`src/common/aes_pkg.sv`:
```
//##########################################################################
// AES shared definitions.
// Cipher direction, S-Box implementation choice and state sizes used by
// the SubBytes datapath.
//##########################################################################

package aes_pkg;

  // Direction of the cipher operation.
  typedef enum logic {
    CIPH_FWD = 1'b0,
    CIPH_INV = 1'b1
  } ciph_op_e;

  // Available S-Box implementations.
  typedef enum logic {
    SBoxImplLut      = 1'b0,
    SBoxImplCanright = 1'b1
  } sbox_impl_e;

  // Bytes in one AES state.
  parameter int StateBytes = 16;

  // Bits in one AES state.
  parameter int StateWidth = 8 * StateBytes;

endpackage

```
`src/aes_state_fifo.sv`:
```
//##########################################################################
// AES state FIFO.
// Circular buffer of finished states with full and almost-full levels.
//##########################################################################

module aes_state_fifo #(
  parameter int FifoDepth = 4
) (
  input  logic                           clk_i,
  input  logic                           rst_n_i,
  input  logic                           wr_i,
  input  logic [aes_pkg::StateWidth-1:0] wdata_i,
  input  logic                           rd_i,
  output logic [aes_pkg::StateWidth-1:0] rdata_o,
  output logic                           empty_o,
  output logic                           full_o,
  output logic                           almost_full_o
);

  localparam int PtrWidth = (FifoDepth > 1) ? $clog2(FifoDepth) : 1;
  localparam int CntWidth = $clog2(FifoDepth + 1);

  logic [aes_pkg::StateWidth-1:0] mem_q [FifoDepth];
  logic [PtrWidth-1:0]            wr_ptr_q;
  logic [PtrWidth-1:0]            rd_ptr_q;
  logic [CntWidth-1:0]            count_q;
  logic                           wr_en;
  logic                           rd_en;

  assign wr_en = wr_i & ~full_o;
  assign rd_en = rd_i & ~empty_o;

  // Pointers wrap explicitly so any depth works.
  always_ff @(posedge clk_i or negedge rst_n_i) begin
    if (!rst_n_i) begin
      wr_ptr_q <= '0;
      rd_ptr_q <= '0;
      count_q  <= '0;
    end else begin
      if (wr_en) begin
        wr_ptr_q <= (wr_ptr_q == PtrWidth'(FifoDepth - 1)) ? '0 : wr_ptr_q + 1'b1;
      end
      if (rd_en) begin
        rd_ptr_q <= (rd_ptr_q == PtrWidth'(FifoDepth - 1)) ? '0 : rd_ptr_q + 1'b1;
      end
      if (wr_en && !rd_en) begin
        count_q <= count_q + 1'b1;
      end else if (rd_en && !wr_en) begin
        count_q <= count_q - 1'b1;
      end
    end
  end

  always_ff @(posedge clk_i) begin
    if (wr_en) begin
      mem_q[wr_ptr_q] <= wdata_i;
    end
  end

  // Head entry shown without waiting for a read.
  assign rdata_o       = mem_q[rd_ptr_q];
  assign empty_o       = (count_q == '0);
  assign full_o        = (count_q == CntWidth'(FifoDepth));
  assign almost_full_o = (count_q >= CntWidth'(FifoDepth - 1));

endmodule

```
`config.mk`:
```
export PLATFORM = sky130hd
export DESIGN_NAME = aes_state_fifo
export DESIGN_NICKNAME = d
export VERILOG_FILES = /design/src/common/aes_pkg.sv /design/src/aes_state_fifo.sv
export SDC_FILE = /design/constraint.sdc
export NUM_CORES = 1
export LEC_CHECK = 0
export BUFFER_PORTS_ARGS = -buffer_cell sky130_fd_sc_hd__buf_2
export CAP_MARGIN = 20
export CORE_UTILIZATION = 40
export CTS_BUF_LIST = sky130_fd_sc_hd__clkbuf_4
export DETAILED_ROUTE_END_ITERATION = 8
export GPL_ROUTABILITY_DRIVEN = 1
export PLACE_DENSITY = 0.61
export SETUP_SLACK_MARGIN = 0.3
export SLEW_MARGIN = 40
export SYNTH_ARGS = -nofsm -noshare
export SYNTH_HDL_FRONTEND = slang
export SYNTH_SLANG_ARGS = --single-unit
```
`constraint.sdc`:
```
create_clock -name clk_i -period 9 [get_ports clk_i]
set_input_delay 0.9 -clock clk_i [delete_from_list [all_inputs] [get_ports clk_i]]
set_output_delay 0.9 -clock clk_i [all_outputs]
set_load 0.05 [all_outputs]
```
==> Yosys cells after proc, flatten, opt, wreduce, memory -nomap -nowiden <==
Memory sizes are Yosys's and may differ from the RTL's.
Cells that the tools add are included.
{ "word_totals": {"memories": 1, "ram_bits": 512, "register_bits": 7} }
{ "mem_list": {"columns": ["name", "words", "width", "read_ports", "rd_ports_with_merged_regs", "write_ports", "line", "text"], "rows": [
  ["mem_q", 4, 128, 1, 0, 1, "aes_state_fifo.sv:23", "logic [aes_pkg::StateWidth-1:0] mem_q [FifoDepth];"]
]} }
{ "op_classes": {"add_sub_neg": 4, "n_eq_ne": 3, "mux": 6, "reduce_logical": 6, "order_cmp": 1, "n_bitwise": 4} }
{ "ops": {"columns": ["operator", "n"], "rows": [
  ["2-to-1 mux 3 bit", 2],
  ["adder 2 x 1 -> 2 bit (second input constant)", 2],
  ["equality test 2 bit (second input constant)", 2],
  ["2-to-1 mux 2 bit", 2],
  ["adder 3 x 1 -> 3 bit (second input constant)", 1],
  ["equality test 3 bit (second input constant)", 1],
  ["greater-or-equal comparator 3 x 2 -> 1 bit (second input constant)", 1],
  ["logical NOT 3 bit", 1],
  ["subtractor 3 x 1 -> 3 bit (second input constant)", 1],
  ["bitwise AND 1 bit", 2],
  ["logical AND 1 bit", 2],
  ["logical NOT 1 bit", 2],
  ["2-to-1 mux 1 bit", 2],
  ["NOT 1 bit", 2],
  ["nonzero test 2 bit", 1]
]} }

==> Depth between registers and ports, before layout <==
{ "logic_depth": {"ltp_word": 7, "mapped_depth": 8, "mapped_depth_nobuf": 8} }

==> Worst setup path after synthesis <==
No wires, ideal clock.
{ "synth_timing": {"path_kind": "input port to flip-flop", "from": "in wr_i", "to": "mem mem_q[3][0] in the netlist's numbering, enable pin", "arrival_ns": 6.316, "setup_slack_ns": 2.065, "stages": 2, "required_time_ns": 8.380, "path_cell_list": "nand2_1 -> nor2_1"} }
{ "synth_via": {"elab_chain_cells": 3} }
{ "synth_rtl": {"columns": ["element", "line", "text"], "rows": [
  ["start, declared", "aes_state_fifo.sv:11", "input logic wr_i,"],
  ["bitwise AND 1 bit", "aes_state_fifo.sv:30", "assign wr_en = wr_i & ~full_o;"],
  ["2-to-1 mux 1 bit", "aes_state_fifo.sv:55", "if (wr_en) begin"],
  ["2-to-1 mux 1 bit (not written as such)", "aes_state_fifo.sv:56", "mem_q[wr_ptr_q] <= wdata_i;"],
  ["end, declared", "aes_state_fifo.sv:23", null]
]} }
Every way passes these cells.

==> Worst setup path in the final report <==
{ "layout_timing": {"from": "reg rd_ptr_q[0]", "to": "out rdata_o[8] in the netlist's numbering"} }
{ "layout_via": {"elab_chain_cells": 1} }
{ "layout_rtl": {"columns": ["element", "line", "text"], "rows": [
  ["start, declared", "aes_state_fifo.sv:25", "logic [PtrWidth-1:0] rd_ptr_q;"],
  ["start signal, assigned", "aes_state_fifo.sv:44", "rd_ptr_q <= (rd_ptr_q == PtrWidth'(FifoDepth - 1)) ? '0 : rd_ptr_q + 1'b1;"],
  ["memory read (4 x 128 bit)", null, null],
  ["end, declared", "aes_state_fifo.sv:14", "output logic [aes_pkg::StateWidth-1:0] rdata_o,"]
]} }
Every way passes these cells.

==> summary.txt <==
Layout
  – Share of layout cells above drive strength 1: between 50 and 60%
  – Layout area overhead: 20.40%
  – Multi-input gate area: between 3000 and 4000 um2
  – Register area: between 15000 and 20000 um2
  – Fillers: 3865
  – Nets: between 1000 and 1500

Critical path
  – Crit Path Category: reg -> out
  – Top cell family by delay on the critical path: buffers and inverters
  – Crit start category: flip-flop
  – Slowest stage cell, crit path: mux4_2
  – Worst-path cell chain: buf_6, buf_6, mux4_2, buf_2
  – CP max FO: 44
  – R2R setup slack: 6.26 ns
  – Worst EP required: slightly above 8 ns
  – Crit path capture type: primary output
  – Slowest cell delay on critical path: 0.61 ns
  – Worst EP arrival: roughly 3.5 ns
  – FF-to-FF Start: count_q[2]
  – Most common cell on crit path: buf_6
  – R2r worst-path depth: 4
  – RR Endpoint: mem_q[2][38]
  – Bufs and invs on worst path: 3

Global routing
  – Wire length of the first global-routing pass: 56.38 mm
  – Number of antenna violations at the first check in global routing: 7
  – GRT overflow: 0
  – Vias in the first global route: ~9800
  – Pin count of the biggest net entering global routing: 54
  – Total track usage: between 15 and 20%

Synthesis
  – Share of the synthesized area in the top cell type: 81.26%
  – Post-synth cell types: 22
  – Syn_nets: ~850
  – Number of synthesized register bits: about 520
  – Area contributors post-synth: edfxtp_1 (81%), mux4_2 (15%), dfrtp_1 (0.93%)
  – Synth warn: 0
  – Netlist Area Pre-Place: ~19000 um2
  – Post-synth top area cell: edfxtp_1
  – Average size of a mapped cell: roughly 27 um2
  – Post-Syn Instances: approximately 710
  – Post-synthesis sequential area ratio: between 80 and 90%

Run
  – Max_cap viols: 0

Die
  – FP Rows: 79
  – Initial Utilization: between 40% and 50%
  – Core Area: around 47000 um2
  – Die width: ~220 um
  – Die area: slightly below 50000 um2
  – Die H: 219.5 um
  – IO Count: 263

Detailed routing
  – Avg Vias per Cell: between 4 and 5
  – First DRT Iteration DRCs: 465
  – DR WL/cell: just over 20 um
  – DR pass1 iterations: 5
  – Final ANT Viol Nets: 0
  – Routed wire length: 37.38 mm
  – Via count: between 8000 and 9000
  – DRC Markers: 0

STA
  – Total negative slack: 0 ns
  – Final period utilization: approximately half
  – Max Slew Vio Count: 0
  – RSZ-0062 raised after global routing: no
  – Tmin final: between 4 and 5 ns
  – Measured slew at the worst slew-check pin: 0.8226 ns
  – Achievable clock frequency: 0.2252 GHz
  – Final hold viol count: 0
  – Hold_ws: 0.1661 ns
  – Normalized max-slew margin: a little under half
  – Final setup fails: 0
  – Clock skew: around 0.052 ns

Hold path
  – Type of the worst min-delay path: in -> reg
  – Hold Path Depth: 1
  – Hold Path End: mem_q[2][125]
  – Hold Crit Start: wdata_i[125]

Clock network
  – Clock root cell: clkbuf_4
  – Cts hold-fix bufs: 3
  – Setup Buffers After CTS: 0
  – CTS H-tree depth: 4
  – Worst-Skew Late Latency: around 0.94 ns
  – CTS sink cnt: a little over 500
  – Max Root-Sink Buffers: 3
  – Num CTS Buffers: 139
  – Post-CTS sizing: 0
  – Clock slew at reported path FFs: approximately 0.070 ns
  – CTS tree: yes

Run status
  – Outcome: complete, no violations

Placed design
  – Dpl hpwl: 21.52 mm
  – GP Congestion: 0.6898
  – Port bufs: roughly 260

Power and ir drop
  – VDD IR-drop max: approximately 0.26 mV
  – Pwr/cell area: roughly 380 nW/um2
  – Leakage: 7.890 nW
cell type report:
cell class                      count  area share [%]
Sequential cell                   519           68.30
Clock buffer                      203           6.690
Timing Repair Buffer              279           6.448
Antenna cell                        4         0.04394
Clock inverter                     34           1.280
Multi-Input combinational cell    156           13.86
Tap cell                          607           3.334
Inverter                            3         0.04943
flip-flops by register name (all words and copies together) (netlist names):
signal and cells:
mem_q 512, count_q 3, rd_ptr_q 2, wr_ptr_q 2
how the worst max path moves through the flow:
| stage | slack, ns | to | cells after the start | from |
|---|---|---|---|---|
| after CTS | 4.29 | rdata_o[94] | 4 | rd_ptr_q[0] |
| after global routing | 4.17 | rdata_o[94] | 4 | rd_ptr_q[0] |
| after detailed placement | 5.40 | rdata_o[13] | 4 | rd_ptr_q[0] |
| after global placement | 4.94 | rdata_o[8] | 4 | rd_ptr_q[0] |
| final | 4.56 | rdata_o[8] | 4 | rd_ptr_q[0] |
| after floorplan | 2.06 | mem_q[3][0] | 2 | wr_i |
metrics by stage:
step | power (W) | utilization [%] | instances | setup slack (ns) | instance area [um2]
after floorplan | 0.006003 | - | 707 | 2.065 | 18920
after global placement | 0.006692 | 44.88 | 1560 | 4.943 | 20890
after detailed placement | 0.006719 | 44.94 | 1561 | 5.404 | 20920
after CTS | 0.008865 | 48.90 | 1801 | 4.289 | 22770
after global routing | 0.009143 | 48.92 | 1803 | 4.174 | 22770
final | 0.008705 | 48.93 | 1805 | 4.560 | 22780
worst register-to-register path, cell delays in order, from the launching register on:
cell	delay, ns
dfrtp_1	0.43
nor3b_2	0.23
nor2b_2	0.27
and2_4	0.66
buf_4	0.71
power breakdown:
| group | switching [W] | total [W] | internal, W |
|---|---|---|---|
| logic | 0.00232 | 0.00325 | 0.000935 |
| clock network | 0.000926 | 0.00210 | 0.00118 |
| registers | 0.000158 | 0.00335 | 0.00319 |
layer usage:
layer,global-route usage (%),wire (um),vias up
li1,-,-,3950
met5,0,64,-
met4,6.736,617,10
met1,20.08,15590,4638
met3,7.357,3175,53
met2,24.57,17930,284
cell families after synthesis:
group	share of synthesized area, %
flip-flops	82.19
buffers and inverters	1.204
adder cells (fa/ha/maj)	0.5026
XOR/XNOR	0.1389
AO/OA/AOI/OAI	0.1455
AND/OR/NAND/NOR	0.3439
multiplexers	15.48
cells in the final DEF (no fill, tap or decap), drive strengths merged:
master	synthesis	final
dfrtp	7	7
fa	1	1
dlygate4sd3	0	3
nor3b	1	1
diode	0	4
buf	26	276
nor2b	1	1
o31ai	1	1
clkinv	0	22
edfxtp	512	512
xor2	2	2
clkbuf	3	203
nor3	2	2
nor2	3	3
and2	3	3
mux4	128	128
a21o	2	2
bufinv	0	5
nand2	1	1
inv	3	7
ha	6	6
clkinvlp	0	3
mux2	4	4
xnor2	1	1
synth_stat cells (all sizes together):
library cell,count
xor2,2
nor2,3
mux4,128
o31ai,1
ha,6
nor3,2
edfxtp,512
mux2,4
xnor2,1
and2,3
clkbuf,3
a21o,2
buf,26
nor3b,1
nor2b,1
dfrtp,7
fa,1
nand2,1
inv,3
(Power assumes the default switching activity.)
